**src/design/stream_demux_pkg.sv**
```systemverilog
// ~~~~~~~~~~~~~~~~~~~~~~~~~~~~~~~~~~~~~~~~~~~~~~~
// Stream demux package
// Beat field types, the drop count type, the route
// state encoding and the default output counts
// ~~~~~~~~~~~~~~~~~~~~~~~~~~~~~~~~~~~~~~~~~~~~~~~

package stream_demux_pkg;

    // ~~~~~~~~~~~~~~~~~~~~~~~~~~~~~~~~~~~~~~~~~~~~~~~
    // Beat fields
    // ~~~~~~~~~~~~~~~~~~~~~~~~~~~~~~~~~~~~~~~~~~~~~~~
    typedef logic [7:0] data_t;                  // Payload of one beat
    typedef logic [2:0] dest_t;                  // Values 0 to 3 map to outputs, 4 to 7 drop

    typedef logic [7:0] count_t;                 // Dropped packets, saturates at 255

    // ~~~~~~~~~~~~~~~~~~~~~~~~~~~~~~~~~~~~~~~~~~~~~~~
    // Route FSM states
    // ~~~~~~~~~~~~~~~~~~~~~~~~~~~~~~~~~~~~~~~~~~~~~~~
    typedef enum logic {
        ROUTE_IDLE,                              // Waiting for the first beat of a packet
        ROUTE_PACKET                             // Inside a packet, destination locked
    } route_state_t;

    // ~~~~~~~~~~~~~~~~~~~~~~~~~~~~~~~~~~~~~~~~~~~~~~~
    // Default sizes
    // ~~~~~~~~~~~~~~~~~~~~~~~~~~~~~~~~~~~~~~~~~~~~~~~
    localparam int TOTAL_OUTPUTS = 4;            // Mapped outputs over the whole chain
    localparam int UNIT_OUTPUTS  = 2;            // Mapped outputs of the first unit

endpackage

```
**src/design/stream_route_fsm.sv**
```systemverilog
// ~~~~~~~~~~~~~~~~~~~~~~~~~~~~~~~~~~~~~~~~~~~~~~~
// Stream route FSM
// Locks the destination of each packet from its
// first beat until its last beat
// ~~~~~~~~~~~~~~~~~~~~~~~~~~~~~~~~~~~~~~~~~~~~~~~

`timescale 1ns/1ns

module stream_route_fsm (
    input  logic                    aclk,
    input  logic                    areset_n,
    input  logic                    in_tvalid,
    input  stream_demux_pkg::data_t in_tdata,
    input  stream_demux_pkg::dest_t in_tdest,
    input  logic                    in_tlast,
    output logic                    in_tready,
    output logic                    route_tvalid,
    output stream_demux_pkg::data_t route_tdata,
    output stream_demux_pkg::dest_t route_tdest,
    output logic                    route_tlast,
    input  logic                    route_tready
);
    import stream_demux_pkg::*;

    route_state_t state;
    dest_t        dest_lock;                     // Destination taken from the first beat
    logic         xfer;

    // ~~~~~~~~~~~~~~~~~~~~~~~~~~~~~~~~~~~~~~~~~~~~~~~
    // Pass-through path
    // ~~~~~~~~~~~~~~~~~~~~~~~~~~~~~~~~~~~~~~~~~~~~~~~
    assign route_tvalid = in_tvalid;
    assign route_tdata  = in_tdata;
    assign route_tlast  = in_tlast;
    assign in_tready    = route_tready;

    assign xfer = in_tvalid && in_tready;

    // Later beats ignore whatever in_tdest shows
    assign route_tdest = (state == ROUTE_PACKET) ? dest_lock : in_tdest;

    // ~~~~~~~~~~~~~~~~~~~~~~~~~~~~~~~~~~~~~~~~~~~~~~~
    // State register
    // ~~~~~~~~~~~~~~~~~~~~~~~~~~~~~~~~~~~~~~~~~~~~~~~
    always_ff @(posedge aclk or negedge areset_n) begin
        if (!areset_n) begin
            state <= ROUTE_IDLE;
        end else begin
            case (state)
                ROUTE_IDLE: begin
                    if (xfer && !in_tlast) begin
                        state <= ROUTE_PACKET;   // Single-beat packets stay idle
                    end
                end
                ROUTE_PACKET: begin
                    if (xfer && in_tlast) begin
                        state <= ROUTE_IDLE;
                    end
                end
                default: state <= ROUTE_IDLE;
            endcase
        end
    end

    always_ff @(posedge aclk) begin
        if (state == ROUTE_IDLE && xfer && !in_tlast) begin
            dest_lock <= in_tdest;               // Captured on the first beat only
        end
    end

    // A stalled beat keeps its payload and its effective route
    a_beat_stable: assert property (
        @(posedge aclk) disable iff (!areset_n)
        (in_tvalid && !in_tready) |=> (in_tvalid && $stable(in_tdata) &&
                                       $stable(in_tlast) && $stable(route_tdest))
    );

endmodule

```
**src/design/stream_demux_unit.sv**
```systemverilog
// ~~~~~~~~~~~~~~~~~~~~~~~~~~~~~~~~~~~~~~~~~~~~~~~
// Stream demux unit
// Registered stage that steers each beat to one of
// a block of mapped outputs or to a pass-on output
// ~~~~~~~~~~~~~~~~~~~~~~~~~~~~~~~~~~~~~~~~~~~~~~~

`timescale 1ns/1ns

module stream_demux_unit #(
    parameter int OUTPUTS   = 2,                 // Mapped outputs of this stage
    parameter int BASE_DEST = 0                  // First destination mapped here
) (
    input  logic                                  aclk,
    input  logic                                  areset_n,
    input  logic                                  in_tvalid,
    input  stream_demux_pkg::data_t               in_tdata,
    input  stream_demux_pkg::dest_t               in_tdest,
    input  logic                                  in_tlast,
    output logic                                  in_tready,
    output logic                    [OUTPUTS-1:0] out_tvalid,
    output stream_demux_pkg::data_t [OUTPUTS-1:0] out_tdata,
    output stream_demux_pkg::dest_t [OUTPUTS-1:0] out_tdest,
    output logic                    [OUTPUTS-1:0] out_tlast,
    input  logic                    [OUTPUTS-1:0] out_tready,
    output logic                                  next_tvalid,
    output stream_demux_pkg::data_t               next_tdata,
    output stream_demux_pkg::dest_t               next_tdest,
    output logic                                  next_tlast,
    input  logic                                  next_tready
);
    import stream_demux_pkg::*;

    // Lanes 0 to OUTPUTS-1 are the mapped outputs, the top lane passes on
    localparam int SELECT = OUTPUTS + 1;

    logic  [SELECT-1:0] select;
    logic  [SELECT-1:0] ready;

    logic  [SELECT-1:0] valid_q;
    data_t [SELECT-1:0] data_q;
    dest_t [SELECT-1:0] dest_q;
    logic  [SELECT-1:0] last_q;

    // ~~~~~~~~~~~~~~~~~~~~~~~~~~~~~~~~~~~~~~~~~~~~~~~
    // Output select
    // ~~~~~~~~~~~~~~~~~~~~~~~~~~~~~~~~~~~~~~~~~~~~~~~
    always_comb begin
        select = '0;
        for (int i = 0; i < OUTPUTS; i++) begin
            select[i] = (in_tdest == dest_t'(BASE_DEST + i));
        end
        select[OUTPUTS] = ~|select[OUTPUTS-1:0];  // Unmapped beats go on
    end

    assign ready = {next_tready, out_tready};

    // Stall only when the selected lane is blocked
    assign in_tready = !in_tvalid || |(ready & select);

    // ~~~~~~~~~~~~~~~~~~~~~~~~~~~~~~~~~~~~~~~~~~~~~~~
    // Lane registers
    // ~~~~~~~~~~~~~~~~~~~~~~~~~~~~~~~~~~~~~~~~~~~~~~~
    always_ff @(posedge aclk or negedge areset_n) begin
        if (!areset_n) begin
            valid_q <= '0;
        end else begin
            for (int k = 0; k < SELECT; k++) begin
                if (ready[k]) begin
                    valid_q[k] <= in_tvalid && select[k];  // Clears after a transfer
                end
            end
        end
    end

    always_ff @(posedge aclk) begin
        for (int k = 0; k < SELECT; k++) begin
            if (ready[k]) begin
                data_q[k] <= in_tdata;
                dest_q[k] <= in_tdest;
                last_q[k] <= in_tlast;
            end
        end
    end

    // ~~~~~~~~~~~~~~~~~~~~~~~~~~~~~~~~~~~~~~~~~~~~~~~
    // Output ports
    // ~~~~~~~~~~~~~~~~~~~~~~~~~~~~~~~~~~~~~~~~~~~~~~~
    assign out_tvalid = valid_q[OUTPUTS-1:0];
    assign out_tdata  = data_q[OUTPUTS-1:0];
    assign out_tdest  = dest_q[OUTPUTS-1:0];
    assign out_tlast  = last_q[OUTPUTS-1:0];

    assign next_tvalid = valid_q[OUTPUTS];
    assign next_tdata  = data_q[OUTPUTS];
    assign next_tdest  = dest_q[OUTPUTS];
    assign next_tlast  = last_q[OUTPUTS];

    // A waiting beat keeps its lane until it is taken
    a_select_held: assert property (
        @(posedge aclk) disable iff (!areset_n)
        (in_tvalid && !in_tready) |=> (in_tvalid && $stable(select))
    );

endmodule

```
**src/design/stream_drop_counter.sv**
```systemverilog
// ~~~~~~~~~~~~~~~~~~~~~~~~~~~~~~~~~~~~~~~~~~~~~~~
// Stream drop counter
// Sinks unmapped packets and counts them, saturating
// ~~~~~~~~~~~~~~~~~~~~~~~~~~~~~~~~~~~~~~~~~~~~~~~

`timescale 1ns/1ns

module stream_drop_counter (
    input  logic                     aclk,
    input  logic                     areset_n,
    input  logic                     drop_tvalid,
    input  logic                     drop_tlast,
    output logic                     drop_tready,
    output stream_demux_pkg::count_t drop_count
);
    import stream_demux_pkg::*;

    localparam count_t COUNT_MAX = '1;

    logic packet_done;

    assign drop_tready = 1'b1;                   // The sink never stalls

    // One packet ends per accepted last beat
    assign packet_done = drop_tvalid && drop_tready && drop_tlast;

    always_ff @(posedge aclk or negedge areset_n) begin
        if (!areset_n) begin
            drop_count <= '0;
        end else if (packet_done && drop_count != COUNT_MAX) begin
            drop_count <= drop_count + 1'b1;     // Holds at the maximum
        end
    end

    // Saturation means the count only moves upward
    a_count_monotonic: assert property (
        @(posedge aclk) disable iff (!areset_n)
        drop_count >= $past(drop_count)
    );

endmodule

```
**src/design/stream_demux_top.sv**
```systemverilog
// ~~~~~~~~~~~~~~~~~~~~~~~~~~~~~~~~~~~~~~~~~~~~~~~
// Stream demux top
// Route FSM, two chained demux units and the drop
// counter behind the last unit
// ~~~~~~~~~~~~~~~~~~~~~~~~~~~~~~~~~~~~~~~~~~~~~~~

`timescale 1ns/1ns

module stream_demux_top #(
    parameter int TOTAL_OUTPUTS = stream_demux_pkg::TOTAL_OUTPUTS,
    parameter int UNIT_OUTPUTS  = stream_demux_pkg::UNIT_OUTPUTS
) (
    input  logic                                        aclk,
    input  logic                                        areset_n,
    input  logic                                        in_tvalid,
    input  stream_demux_pkg::data_t                     in_tdata,
    input  stream_demux_pkg::dest_t                     in_tdest,
    input  logic                                        in_tlast,
    output logic                                        in_tready,
    output logic                    [TOTAL_OUTPUTS-1:0] out_tvalid,
    output stream_demux_pkg::data_t [TOTAL_OUTPUTS-1:0] out_tdata,
    output stream_demux_pkg::dest_t [TOTAL_OUTPUTS-1:0] out_tdest,
    output logic                    [TOTAL_OUTPUTS-1:0] out_tlast,
    input  logic                    [TOTAL_OUTPUTS-1:0] out_tready,
    output stream_demux_pkg::count_t                    drop_count
);
    import stream_demux_pkg::*;

    // Route FSM to unit 0
    logic  route_tvalid;
    data_t route_tdata;
    dest_t route_tdest;
    logic  route_tlast;
    logic  route_tready;

    // Unit 0 pass-on to unit 1
    logic  mid_tvalid;
    data_t mid_tdata;
    dest_t mid_tdest;
    logic  mid_tlast;
    logic  mid_tready;

    // Unit 1 pass-on to the drop counter
    logic  drop_tvalid;
    logic  drop_tlast;
    logic  drop_tready;

    stream_route_fsm stream_route_fsm_i (
        .aclk         (aclk),
        .areset_n     (areset_n),
        .in_tvalid    (in_tvalid),
        .in_tdata     (in_tdata),
        .in_tdest     (in_tdest),
        .in_tlast     (in_tlast),
        .in_tready    (in_tready),
        .route_tvalid (route_tvalid),
        .route_tdata  (route_tdata),
        .route_tdest  (route_tdest),
        .route_tlast  (route_tlast),
        .route_tready (route_tready)
    );

    stream_demux_unit #(
        .OUTPUTS   (UNIT_OUTPUTS),
        .BASE_DEST (0)
    ) stream_demux_unit_0_i (
        .aclk        (aclk),
        .areset_n    (areset_n),
        .in_tvalid   (route_tvalid),
        .in_tdata    (route_tdata),
        .in_tdest    (route_tdest),
        .in_tlast    (route_tlast),
        .in_tready   (route_tready),
        .out_tvalid  (out_tvalid[UNIT_OUTPUTS-1:0]),
        .out_tdata   (out_tdata[UNIT_OUTPUTS-1:0]),
        .out_tdest   (out_tdest[UNIT_OUTPUTS-1:0]),
        .out_tlast   (out_tlast[UNIT_OUTPUTS-1:0]),
        .out_tready  (out_tready[UNIT_OUTPUTS-1:0]),
        .next_tvalid (mid_tvalid),
        .next_tdata  (mid_tdata),
        .next_tdest  (mid_tdest),
        .next_tlast  (mid_tlast),
        .next_tready (mid_tready)
    );

    stream_demux_unit #(
        .OUTPUTS   (TOTAL_OUTPUTS - UNIT_OUTPUTS),
        .BASE_DEST (UNIT_OUTPUTS)
    ) stream_demux_unit_1_i (
        .aclk        (aclk),
        .areset_n    (areset_n),
        .in_tvalid   (mid_tvalid),
        .in_tdata    (mid_tdata),
        .in_tdest    (mid_tdest),
        .in_tlast    (mid_tlast),
        .in_tready   (mid_tready),
        .out_tvalid  (out_tvalid[TOTAL_OUTPUTS-1:UNIT_OUTPUTS]),
        .out_tdata   (out_tdata[TOTAL_OUTPUTS-1:UNIT_OUTPUTS]),
        .out_tdest   (out_tdest[TOTAL_OUTPUTS-1:UNIT_OUTPUTS]),
        .out_tlast   (out_tlast[TOTAL_OUTPUTS-1:UNIT_OUTPUTS]),
        .out_tready  (out_tready[TOTAL_OUTPUTS-1:UNIT_OUTPUTS]),
        .next_tvalid (drop_tvalid),
        .next_tdata  (),                         // Dropped payload goes nowhere
        .next_tdest  (),
        .next_tlast  (drop_tlast),
        .next_tready (drop_tready)
    );

    stream_drop_counter stream_drop_counter_i (
        .aclk        (aclk),
        .areset_n    (areset_n),
        .drop_tvalid (drop_tvalid),
        .drop_tlast  (drop_tlast),
        .drop_tready (drop_tready),
        .drop_count  (drop_count)
    );

endmodule

```
**config.mk**
```make
export PLATFORM = sky130hd
export DESIGN_NAME = stream_demux_top
export DESIGN_NICKNAME = d
export VERILOG_FILES = /design/src/design/stream_demux_pkg.sv /design/src/design/stream_route_fsm.sv /design/src/design/stream_demux_unit.sv /design/src/design/stream_drop_counter.sv /design/src/design/stream_demux_top.sv
export SDC_FILE = /design/constraint.sdc
export NUM_CORES = 1
export LEC_CHECK = 0
export ABC_AREA = 0
export ABC_CLOCK_PERIOD_IN_PS = 1750
export BUFFER_PORTS_ARGS = -buffer_cell sky130_fd_sc_hd__buf_2
export CAP_MARGIN = 20
export CELL_PAD_IN_SITES_DETAIL_PLACEMENT = 1
export CELL_PAD_IN_SITES_GLOBAL_PLACEMENT = 2
export CORE_MARGIN = 10
export CORE_UTILIZATION = 32
export CTS_CLUSTER_DIAMETER = 40
export CTS_CLUSTER_SIZE = 24
export DETAILED_ROUTE_END_ITERATION = 16
export PLACE_DENSITY = 0.72
export SLEW_MARGIN = 0
export SYNTH_ARGS = -nofsm -noshare
export SYNTH_HDL_FRONTEND = slang
export SYNTH_SLANG_ARGS = --single-unit
```
**constraint.sdc**
```tcl
create_clock -name aclk -period 1.75 [get_ports aclk]
set_input_delay 0.0875 -clock aclk [delete_from_list [all_inputs] [get_ports aclk]]
set_output_delay 0.0875 -clock aclk [all_outputs]
set_load 0.03 [all_outputs]
```
* Word-level counts from Yosys, hierarchy flattened
Cells that the tools add are included.
** Operators by class
- $add $sub $neg :: 1
- Multiply operators :: 0
- Div/mod/pow operators :: 0
- $lt $le $gt $ge :: 0
- Equal/unequal tests :: 4
- Shifts and indexed selects :: 0
- Multiplexer cells :: 4
- Bitwise operators :: 3
- Reductions and logical operators :: 25
** Operators with widths (number)
- $logic_and A1 B1 Y1 :: 13
- $add A8 B1 Y8 const B :: 1
- $ne A8 B8 Y1 const B :: 1
- $and A3 B3 Y3 :: 2
- $eq A3 B2 Y1 const B :: 2
- $reduce_or A3 Y1 :: 2
- $logic_not A1 Y1 :: 5
- $reduce_or A2 Y1 :: 2
- $eq A3 B1 Y1 const B :: 1
- $logic_not A3 Y1 :: 1
- $mux W3 :: 1
- $logic_or A1 B1 Y1 :: 2
- $mux W1 :: 2
- $pmux W1 S2 :: 1
- $not A1 Y1 :: 1
** Storage, ports and cells
- Bits in registers :: 79
- Bits in latches :: 0
- Memory bits (writable) :: 0
- Bits in read-only memories :: 0
- Bits of input ports :: 19
- Word-level logic and storage cells :: 62
- Memories kept :: 0

* Logic depth before layout (Yosys ltp)
Gate-level depths: netlist of run 1.
- Depth in word-level cells :: 13
- Depth in mapped cells :: 6
- Mapped depth without buffers :: 6

* Cells and area by module
From an unflattened synthesis of run 1, not the netlist that was laid out.
** Unflattened totals
- Cell total of the unflattened synthesis :: 161
- Area, all modules :: 3164.3 um2
** Modules (own cells, without submodules)
- stream_demux_unit (stream_demux_unit_0_i) :: times used 1, cells an instance 51, area an instance 1247.4 um2, sequential area each 1156.1 um2
- stream_demux_unit (stream_demux_unit_1_i) :: times used 1, cells an instance 52, area an instance 1238.7 um2, sequential area each 1156.1 um2
- stream_drop_counter :: times used 1, cells an instance 36, area an instance 424.2 um2, sequential area each 200.2 um2
- stream_route_fsm :: times used 1, cells an instance 22, area an instance 254.0 um2, sequential area each 115.1 um2

* Worst setup path after synthesis of run 1
OpenSTA, ideal clock, no wires.
- Path type :: register -> register
- Start :: register (tool-made name)
- End :: register stream_route_fsm_i.dest_lock[0], enable pin
- Setup time :: 0.345 ns
- Arrival :: 1.464 ns
- Required time :: 1.405 ns
- Setup slack :: -0.059 ns
- Cell stages (with the launch flop) :: 7
- Period minus slack after synthesis :: 1.809 ns
- Cells stage by stage :: dfrtp_1 buf_6 mux2_4 mux2i_1 mux2i_1 nand2_1 nor3_1
** RTL lines
- end signal, assigned :: line stream_route_fsm.sv:67 : dest_lock <= in_tdest;
- end, declared :: line stream_route_fsm.sv:26 : dest_t dest_lock;

==> flow_summary_export.csv, run 1 <==
group,metric,value,unit
outcome,status,"finished with violations",
outcome,violations,"setup timing",
place,place_congestion,0.694,
layout,syn_to_final_growth,35.4,%
yosys,yosysWarnings,0,
yosys,yosys_register_bits,79,
clocking,clock_latency,0.34,ns
detailed_routing,routed_wirelength,6.50,mm
timing,setup_ws,-0.102,ns
place,hpwl,4.74,mm
layout,fin_nets,274,
power_and_ir_drop,cellLeakagePower,1.49,nW
detailed_routing,vias,1628,
yosys,syn-cell-area,2700,sq um
yosys,syn_area_per_cell,19.1,sq um
timing,fin_crit,1.85,ns
detailed_routing,viasPerCell,4.47,
critical_path,worstPathArrival,1.76,ns
global_routing,grt_pass1_wl,10.1,mm
timing,setup-tns-final,-0.334,ns
power_and_ir_drop,sequentialPowerShare,53.3,%
layout,stdcell_count,364,
place,post-place-cells,332,
layout,antenna_cells,0,
detailed_routing,dr.pass1.iters,4,
layout,nFillCells,844,
global_routing,antenna_found_initial,0,
detailed_routing,wire_per_inst,17.9,um
clocking,cts_made_buffers,9,
clocking,htree_levels,3,
layout,layout-drive-gt1-share,45.9,%
critical_path,critical_path_class,"flip-flop to output pin",
timing,min_period_over_period,106,%
detailed_routing,drcViolationCount,0,
power_and_ir_drop,combPwrFrac,18.6,%
die,die-area,12500,sq um
clocking,root_buffer,"clkbuf_8",
global_routing,grt_pass1_vias,1799,
die,dieWidth,112,um
hold_path,min-delay-start,"in_tlast",
timing,max_freq,540,MHz
clocking,path_clk_slew,0.07,ns
timing,setup_viol,4,
clocking,clockBufferDepth,2,
power_and_ir_drop,finalPower,4.47,mW
power_and_ir_drop,power.internal,3.19,mW
die,initial_core_util,32.8,%
detailed_routing,ant_nets,0,
power_and_ir_drop,ir_worst_vdd,0.000474,V
run,maxCapViolations,0,
power_and_ir_drop,swShare,28.7,%
power_and_ir_drop,power_density,1230,nW/um^2
place,io_buffers,79,
yosys,ys_seq_area_share,84.8,%
clocking,cts.sink_count,79,
layout,register_area,2290,sq um
global_routing,grt-ovfl-total,0,
critical_path,end_kind,"output pin",
global_routing,grt_max_degree,16,
timing,worst_pin_slew,0.509,ns
layout,multi_input_area,415,sq um
hold_path,hold_path_class,"input pin to flip-flop",
critical_path,cp_data_required_time,1.66,ns
die,num_io_pins,80,
timing,slew_violations,0,
power_and_ir_drop,pwr-share-clk,28.1,%
critical_path,crit_path_start_kind,"flip-flop",
die,core_area,8220,sq um
global_routing,grtUsageTotal,10.4,%
timing,skew,0.00736,ns
timing,hold_viol,0,
power_and_ir_drop,p_switching,1.28,mW
die,core.rowCount,33,
clocking,cts_tree,"done",
timing,rsz0062_at_grt,"yes",
yosys,synth_cells,141,
critical_path,crit_fanout,4,
timing,maxSlewHeadroom,66.0,%
die,dieHeight,112,um
yosys,synthDistinctLibCells,27,
detailed_routing,initialDrtViolationCount,44,
yosys,syn_nets,161,
==> synth_stat cells <==
| cell | instances | share of area, % |
|---|---|---|
| or2_4 | 1 | 0.32 |
| and4_1 | 1 | 0.32 |
| nor3_1 | 3 | 0.56 |
| dfxtp_1 | 1 | 0.74 |
| mux2_4 | 1 | 0.56 |
| nor2b_1 | 1 | 0.23 |
| edfxtp_1 | 63 | 70 |
| dfrtp_1 | 15 | 14 |
| nor3b_1 | 1 | 0.28 |
| nand3b_1 | 1 | 0.28 |
| nor2_1 | 7 | 0.97 |
| nand3_1 | 4 | 0.74 |
| mux2_2 | 5 | 2.1 |
| inv_1 | 5 | 0.70 |
| a31oi_1 | 2 | 0.46 |
| a21oi_1 | 5 | 0.93 |
| a21boi_0 | 1 | 0.28 |
| nand2b_1 | 2 | 0.46 |
| buf_6 | 1 | 0.42 |
| and3_4 | 1 | 0.42 |
| xnor2_1 | 4 | 1.3 |
| nand3_2 | 2 | 0.74 |
| ha_1 | 1 | 0.46 |
| o22ai_1 | 2 | 0.46 |
| nand2_1 | 8 | 1.1 |
| or3b_1 | 1 | 0.32 |
| mux2i_1 | 2 | 0.74 |
==> cell usage in the layout (no fill, tap or decap), types with 2 or more instances in the layout <==
master	netlist	layout
dfrtp_1	15	14
buf_4	0	11
xnor2_1	4	4
a21oi_1	5	4
clkbuf_1	0	3
a31oi_1	2	2
nand2b_1	2	2
o22ai_1	2	2
clkbuf_8	0	9
mux2_2	5	5
nand2_1	8	7
nand3_1	4	4
nand3_2	2	2
buf_2	0	78
edfxtp_1	63	63
inv_1	5	5
dlygate4sd3_1	0	13
nor2_1	7	7
==> cell families (layout without fill, tap and decap cells) <==
family                     after synthesis  after routing  synth area share (%)
AOI/OAI and AO/OA                       10             10                  2.13
buffers and inverters                    6            124                  1.11
DFF                                     79             79                  84.8
muxes                                    8              8                  3.39
xor gates and xnor gates                 4              4                  1.30
adders and majority gates                1              1                 0.464
and+or+nand+nor                         33             33                  6.78
==> what timing repair did <==
action | in CTS | in global routing
setup endpoints to repair | 4 | 4
pin swaps | 1 | 0
hold endpoints to repair | 43 | 0
resized for setup | 7 | 3
cloned | 0 | 0
hold buffers | 13 | 0
buffers inserted | 3 | 1
==> registers in the layout (all words and copies together) (netlist names), named ones only <==
register / flops
stream_demux_unit_0_i.last_q: 3
stream_demux_unit_0_i.next_tdata: 8
stream_demux_unit_0_i.next_tdest: 3
stream_demux_unit_0_i.out_tdata: 16
stream_demux_unit_0_i.out_tdest: 6
stream_demux_unit_0_i.valid_q: 3
stream_demux_unit_1_i.last_q: 3
stream_demux_unit_1_i.out_tdata: 16
stream_demux_unit_1_i.out_tdest: 6
stream_demux_unit_1_i.valid_q: 3
stream_drop_counter_i.drop_count: 8
stream_route_fsm_i.dest_lock: 3
==> final cells by class <==
type / count / share of cell area (%)
Clock buffer: 12 / 3.70
Clock inverter: 4 / 1.27
Inverter: 5 / 0.514
Multi-Input combinational cell: 56 / 11.4
Sequential cell: 79 / 62.7
Tap cell: 105 / 3.60
Timing Repair Buffer: 103 / 16.8
==> power groups by stage <==
stage | Sequential, mW | Clock (mW) | Combinational (mW)
detailed placement | 2.43 | 0 | 0.787
global route | 2.41 | 1.38 | 0.895
finish | 2.38 | 1.26 | 0.834
CTS | 2.39 | 1.29 | 0.834
global placement | 2.42 | 0 | 0.779
floorplan | 2.71 | 0 | 0.177
==> metrics by stage <==
| step | util (%) | area, sq um | setup slack [ns] | hold slack (ns) |
|---|---|---|---|---|
| 2_1_floorplan | - | 2700 | 0.0367 | -0.208 |
| 3_3_place_gp | 39.9 | 3280 | 0.0606 | 0.0291 |
| 3_5_place_dp | 39.9 | 3280 | 0.00203 | 0.0259 |
| 4_1_cts | 44.2 | 3630 | -0.0932 | 0.00325 |
| 5_1_grt | 44.4 | 3650 | -0.175 | 0.0396 |
| 6_report | 44.4 | 3650 | -0.102 | 0.0432 |
==> metal layers <==
layer  part of all wire (%)  GRT usage [%]
met4                    1.4           4.37
met3                    6.8           3.81
met1                     38           10.9
met5                      0              0
met2                     53           18.3
==> final timing paths <==
path | to | slack, ns | cells past startpoint
setup / recovery | in_tready | -0.10 | 5
hold / removal | stream_demux_unit_0_i.last_q[0]$_DFFE_PP_ | 0.04 | 1
setup reg to reg | stream_route_fsm_i.dest_lock[2]$_DFFE_PP_ | -0.08 | 6
hold reg to reg | stream_demux_unit_1_i.last_q[2]$_DFF_P_ | 0.44 | 0
max in group asynchronous | async pin | 1.25 | 2
min in group asynchronous | stream_drop_counter_i.drop_count[4]$_DFFE_PN0P_ | 0.20 | 2
==> critical path: stages (launching register included) <==
cell,delay (ns)
dfrtp_2,0.44
mux2_4,0.32
mux2i_1,0.13
mux2i_2,0.23
nand2b_1,0.17
buf_6,0.14
(Power assumes the default switching activity.)
==> run 2, diff against run 1 <==
--- a/config.mk
+++ b/config.mk
@@ -16,7 +16,7 @@
 export CTS_CLUSTER_DIAMETER = 40
 export CTS_CLUSTER_SIZE = 24
 export DETAILED_ROUTE_END_ITERATION = 16
-export PLACE_DENSITY = 0.72
+export PLACE_DENSITY_LB_ADDON = 0.1
 export SLEW_MARGIN = 0
 export SYNTH_ARGS = -nofsm -noshare
 export SYNTH_HDL_FRONTEND = slang
==> run 2 against run 1 <==
The flow still finishes with violations (setup timing). Die area is the same. Sequential share of layout area is 0.81 points lower. Combinational power up 2.6%.
==> flow_summary_export.csv, run 2 (synthesized netlist as in run 1, its figures left out) <==
group,metric,value,unit
outcome,status,"finished with violations",
outcome,violations,"setup timing",
layout,antenna_cells,0,
critical_path,critical_path_class,"flip-flop to output pin",
place,place_congestion,0.747,
detailed_routing,wire_per_inst,17.7,um
die,core_area,8220,sq um
critical_path,end_kind,"output pin",
detailed_routing,drcViolationCount,0,
detailed_routing,viasPerCell,4.43,
timing,setup_ws,-0.179,ns
detailed_routing,routed_wirelength,6.49,mm
critical_path,path_buf_inv,2,
detailed_routing,ant_nets,0,
timing,min_period_over_period,110,%
timing,maxSlewHeadroom,65.2,%
critical_path,crit_top_cell,"mux2i_2",
timing,hold_ws,0.0460,ns
die,initial_core_util,32.8,%
detailed_routing,initialDrtViolationCount,49,
global_routing,grtUsageTotal,10.4,%
layout,layout_common_cells,"78 x buf_2, 63 x edfxtp_1, 15 x buf_4, 14 x dfrtp_1, 12 x dlygate4sd3_1",
die,num_io_pins,80,
timing,fin_crit,1.93,ns
clocking,cts.sink_count,79,
critical_path,worstPathArrival,1.84,ns
clocking,cts_made_buffers,9,
die,dieWidth,112,um
power_and_ir_drop,power_density,1220,nW/um^2
place,hpwl,4.73,mm
layout,layout-drive-gt1-share,48.9,%
run,maxCapViolations,0,
global_routing,grt-ovfl-total,0,
power_and_ir_drop,cellLeakagePower,1.51,nW
timing,setup_viol,4,
clocking,cts_tree,"done",
hold_path,hold_path_class,"input pin to flip-flop",
timing,worst_pin_slew,0.521,ns
critical_path,worst_path_max_delay_cell,"dfrtp_2",
place,io_buffers,79,
layout,syn_to_final_growth,37.1,%
clocking,clock_latency,0.34,ns
timing,max_freq,518,MHz
critical_path,cp_data_required_time,1.66,ns
layout,fin_nets,277,
global_routing,grt_pass1_wl,10.1,mm
global_routing,grt_max_degree,16,
timing,slew_violations,0,
critical_path,path_cells,"mux2_4 -> mux2i_2 -> mux2i_2 -> buf_4 -> nand2b_4 -> buf_6",
timing,rsz0062_at_grt,"yes",
detailed_routing,dr.pass1.iters,4,
global_routing,grt_pass1_vias,1831,
clocking,htree_levels,3,
layout,final_common_cell,"buf_2",
die,dieHeight,112,um
detailed_routing,vias,1624,
power_and_ir_drop,ir_worst_vdd,0.000593,V
clocking,path_clk_slew,0.08,ns
timing,setup-tns-final,-0.543,ns
timing,hold_viol,0,
die,core.rowCount,33,
clocking,root_buffer,"clkbuf_8",
clocking,clockBufferDepth,2,
critical_path,crit_fanout,2,
die,die-area,12500,sq um
critical_path,slowest_delay,0.42,ns
timing,skew,0.00892,ns
global_routing,antenna_found_initial,0,
critical_path,crit_path_start_kind,"flip-flop",
critical_path,crit_family,"multiplexers",
-- run 2: final cells by class --
class	count	area, sq um
flip-flops and latches	79	2290
clock buffers	9	124
well taps	105	131
clock inverters	7	72.6
fillers	860	4520
inverters	5	18.8
repair buffers	106	634
multi-input cells	56	428
-- run 2: worst reg2reg max path: stages, from the launching register on --
cell	delay, ns
dfrtp_2	0.42
mux2_4	0.32
mux2i_2	0.16
mux2i_2	0.21
buf_4	0.15
nand2_2	0.06
nor3_4	0.25
-- run 2: worst paths after layout --
path / from / to / slack, ns / depth (start not counted)
worst max-delay path: flip-flop / in_tready / -0.18 / 6
worst max register to register: flip-flop / stream_route_fsm_i.dest_lock[1]$_DFFE_PP_ / -0.12 / 6
max in group asynchronous: areset_n / async pin / 1.24 / 2
min in group asynchronous: areset_n / stream_drop_counter_i.drop_count[7]$_DFFE_PN0P_ / 0.21 / 2
worst min register to register: stream_demux_unit_0_i.last_q[2]$_DFFE_PN_ / stream_demux_unit_1_i.last_q[2]$_DFF_P_ / 0.42 / 0
worst min-delay path: in_tlast / stream_demux_unit_0_i.last_q[0]$_DFFE_PP_ / 0.05 / 1
-- run 2: where the power goes --
group	switching (mW)	internal, mW	total [mW]	leakage [nW]
clock	0.638	0.658	1.30	0.0855
sequential	0.119	2.26	2.38	0.824
combinational	0.563	0.293	0.856	0.602
-- run 2: repair_timing --
| action | 4_1_cts | 5_1_grt |
|---|---|---|
| endpoints found under the setup margin | 16 | 5 |
| endpoints found under the hold margin | 42 | 0 |
| cloned | 0 | 0 |
| pin swaps | 1 | 2 |
| buffers inserted | 5 | 3 |
| gates resized for setup | 7 | 5 |
| hold buffers | 12 | 0 |
-- run 2: stage by stage --
| stage | instance area (sq um) | utilization, % | total power, mW | instances | setup slack, ns |
|---|---|---|---|---|---|
| 2_1_floorplan | 2700 | - | 2.89 | 141 | 0.0367 |
| 3_3_place_gp | 3270 | 39.8 | 3.18 | 331 | 0.0865 |
| 3_5_place_dp | 3270 | 39.8 | 3.21 | 331 | -0.0754 |
| 4_1_cts | 3650 | 44.5 | 4.59 | 364 | -0.190 |
| 5_1_grt | 3700 | 45.0 | 4.76 | 367 | -0.262 |
| 6_report | 3700 | 45.0 | 4.53 | 367 | -0.179 |
-- run 2: per-layer routing --
| metal | track usage (%) | part of all wire [%] |
|---|---|---|
| met1 | 10.6 | 40 |
| met2 | 18.5 | 53 |
| met3 | 4.94 | 6.4 |
| met4 | 3.08 | 0.43 |
| met5 | 0 | 0 |
==> run 3, diff against run 2 <==
--- a/config.mk
+++ b/config.mk
@@ -12,7 +12,8 @@
 export CELL_PAD_IN_SITES_DETAIL_PLACEMENT = 1
 export CELL_PAD_IN_SITES_GLOBAL_PLACEMENT = 2
 export CORE_MARGIN = 10
-export CORE_UTILIZATION = 32
+export CORE_UTILIZATION = 34
+export CTS_BUF_LIST = sky130_fd_sc_hd__clkbuf_8
 export CTS_CLUSTER_DIAMETER = 40
 export CTS_CLUSTER_SIZE = 24
 export DETAILED_ROUTE_END_ITERATION = 16
==> run 3 against run 2 <==
The run still ends with setup timing left. Sequential cell count stayed put. Register-to-register slack better by 0.10 ns. Non-clock buffer count is 2 lower. Clock skew is 0.0030 ns higher. Critical path type unchanged.
==> flow_summary_export.csv, run 3 (synthesized netlist as in run 1, its figures left out) <==
group,metric,value,unit
outcome,status,"finished with violations",
outcome,violations,"setup timing",
layout,syn_to_final_growth,36.1,%
critical_path,crit_path_start_kind,"flip-flop",
layout,fin_nets,275,
timing,maxSlewHeadroom,65.8,%
critical_path,crit_family,"multiplexers",
die,dieWidth,109,um
timing,hold_viol,0,
critical_path,crit_fanout,4,
timing,min_period_over_period,108,%
global_routing,grt_max_degree,16,
die,num_io_pins,80,
clocking,cts_made_buffers,9,
layout,stdcell_count,362,
layout,final_util,47.5,%
detailed_routing,viasPerCell,4.44,
critical_path,crit_top_cell,"mux2i_1",
detailed_routing,vias,1609,
layout,antenna_cells,0,
place,post-place-cells,328,
power_and_ir_drop,ir_worst_vdd,0.000575,V
die,core_area,7730,sq um
clocking,root_buffer,"clkbuf_8",
clocking,clock_latency,0.35,ns
place,io_buffers,79,
detailed_routing,dr.pass1.iters,4,
die,initial_core_util,34.9,%
critical_path,path_cells,"mux2_4 -> mux2i_1 -> mux2i_1 -> buf_4 -> nand2b_4 -> buf_6",
layout,register_area,2290,sq um
layout,layout-drive-gt1-share,46.2,%
timing,slew_violations,0,
layout,nFillCells,805,
global_routing,antenna_found_initial,0,
timing,setup_ws,-0.148,ns
place,place_area,3270,sq um
place,place_congestion,0.752,
critical_path,slowest_delay,0.44,ns
detailed_routing,ant_nets,0,
critical_path,reg2reg_to,"stream_route_fsm_i.dest_lock[2]$_DFFE_PP_",
critical_path,cp_data_required_time,1.66,ns
global_routing,grt_pass1_vias,1757,
layout,fin_area,3670,sq um
die,die-area,11900,sq um
critical_path,end_kind,"output pin",
clocking,cts_tree,"done",
power_and_ir_drop,cellLeakagePower,1.53,nW
critical_path,cp.depth,6,
timing,setup_viol,4,
global_routing,grtUsageTotal,11.0,%
detailed_routing,initialDrtViolationCount,55,
critical_path,critical_path_class,"flip-flop to output pin",
timing,rsz0062_at_grt,"yes",
critical_path,path_buf_inv,2,
layout,final_common_cell,"buf_2",
clocking,path_clk_slew,0.07,ns
global_routing,grt_pass1_wl,9.64,mm
global_routing,grt-ovfl-total,0,
layout,layout_common_cells,"78 x buf_2, 63 x edfxtp_1, 14 x dfrtp_1, 13 x buf_4, 12 x dlygate4sd3_1",
critical_path,worstPathArrival,1.81,ns
place,hpwl,4.77,mm
timing,worst_pin_slew,0.513,ns
hold_path,min-delay-start,"in_tvalid",
hold_path,hold_path_class,"input pin to flip-flop",
detailed_routing,wire_per_inst,17.7,um
timing,setup-tns-final,-0.199,ns
timing,fin_crit,1.90,ns
critical_path,ff2ff_path_depth,6,
detailed_routing,routed_wirelength,6.42,mm
clocking,clockBufferDepth,2,
critical_path,worst_path_max_delay_cell,"dfrtp_2",
timing,hold_ws,0.0375,ns
timing,max_freq,527,MHz
clocking,htree_levels,3,
run,maxCapViolations,0,
hold_path,worstHoldPathCells,2,
power_and_ir_drop,power_density,1260,nW/um^2
timing,skew,0.0119,ns
die,dieHeight,109,um
die,core.rowCount,32,
layout,multi_input_area,403,sq um
clocking,cts.sink_count,79,
critical_path,r2r_slack,-0.02,ns
detailed_routing,drcViolationCount,0,
[run 3: changes by cell type in the layout (fill, tap and decap cells not counted), sizes merged]
cell,change
bufinv,+1
clkinvlp,-3
buf,-2
inv,+2
[run 3: worst max path at each step]
stage	end	slack [ns]
floorplan	stream_route_fsm_i.dest_lock[0]$_DFFE_PP_	0.04
CTS	in_tready	-0.12
finish	in_tready	-0.15
global route	in_tready	-0.20
global placement	stream_route_fsm_i.dest_lock[2]$_DFFE_PP_	0.09
detailed placement	stream_route_fsm_i.dest_lock[2]$_DFFE_PP_	0.009
[run 3: stage by stage]
step / worst slack (ns) / power (mW)
2_1_floorplan: 0.0367 / 2.89
5_1_grt: -0.204 / 4.84
4_1_cts: -0.118 / 4.69
3_3_place_gp: 0.0915 / 3.18
3_5_place_dp: 0.00905 / 3.21
6_report: -0.148 / 4.63
[run 3: layout make-up]
class / count / share of cell area [%]
well taps: 102 / 3.48
clock buffers: 9 / 3.38
multi-input cells: 56 / 11.0
repair buffers: 104 / 16.9
flip-flops and latches: 79 / 62.4
inverters: 5 / 0.511
clock inverters: 7 / 2.42
[run 3: metal layers]
metal | up-vias | routed length (um) | track usage (%)
li1 | 754 | - | -
met1 | 781 | 2410 | 11.2
met2 | 58 | 3270 | 18.6
met3 | 16 | 539 | 4.72
met4 | 0 | 205 | 6.59
met5 | - | 0 | 0
[run 3: where the power goes]
group | internal, mW | switching, mW | leakage, nW
clock network | 0.795 | 0.628 | 0.112
logic | 0.277 | 0.548 | 0.595
registers | 2.26 | 0.122 | 0.824
total | 3.33 | 1.30 | 1.53
[run 3: worst reg2reg max path, delay by kind of cell (launching register included)]
| family | cells | cell delay [ns] |
|---|---|---|
| multiplexers | 3 | 0.65 |
| buffers and inverters | 1 | 0.15 |
| flip-flops | 1 | 0.44 |
| AND/OR/NAND/NOR | 2 | 0.24 |
[run 3: what timing repair did]
item,4_1_cts,5_1_grt
setup endpoints to repair,1,5
setup buffers,4,2
gates resized for setup,6,0
hold endpoints to repair,42,0
hold buffers,12,0
pin swaps,1,1
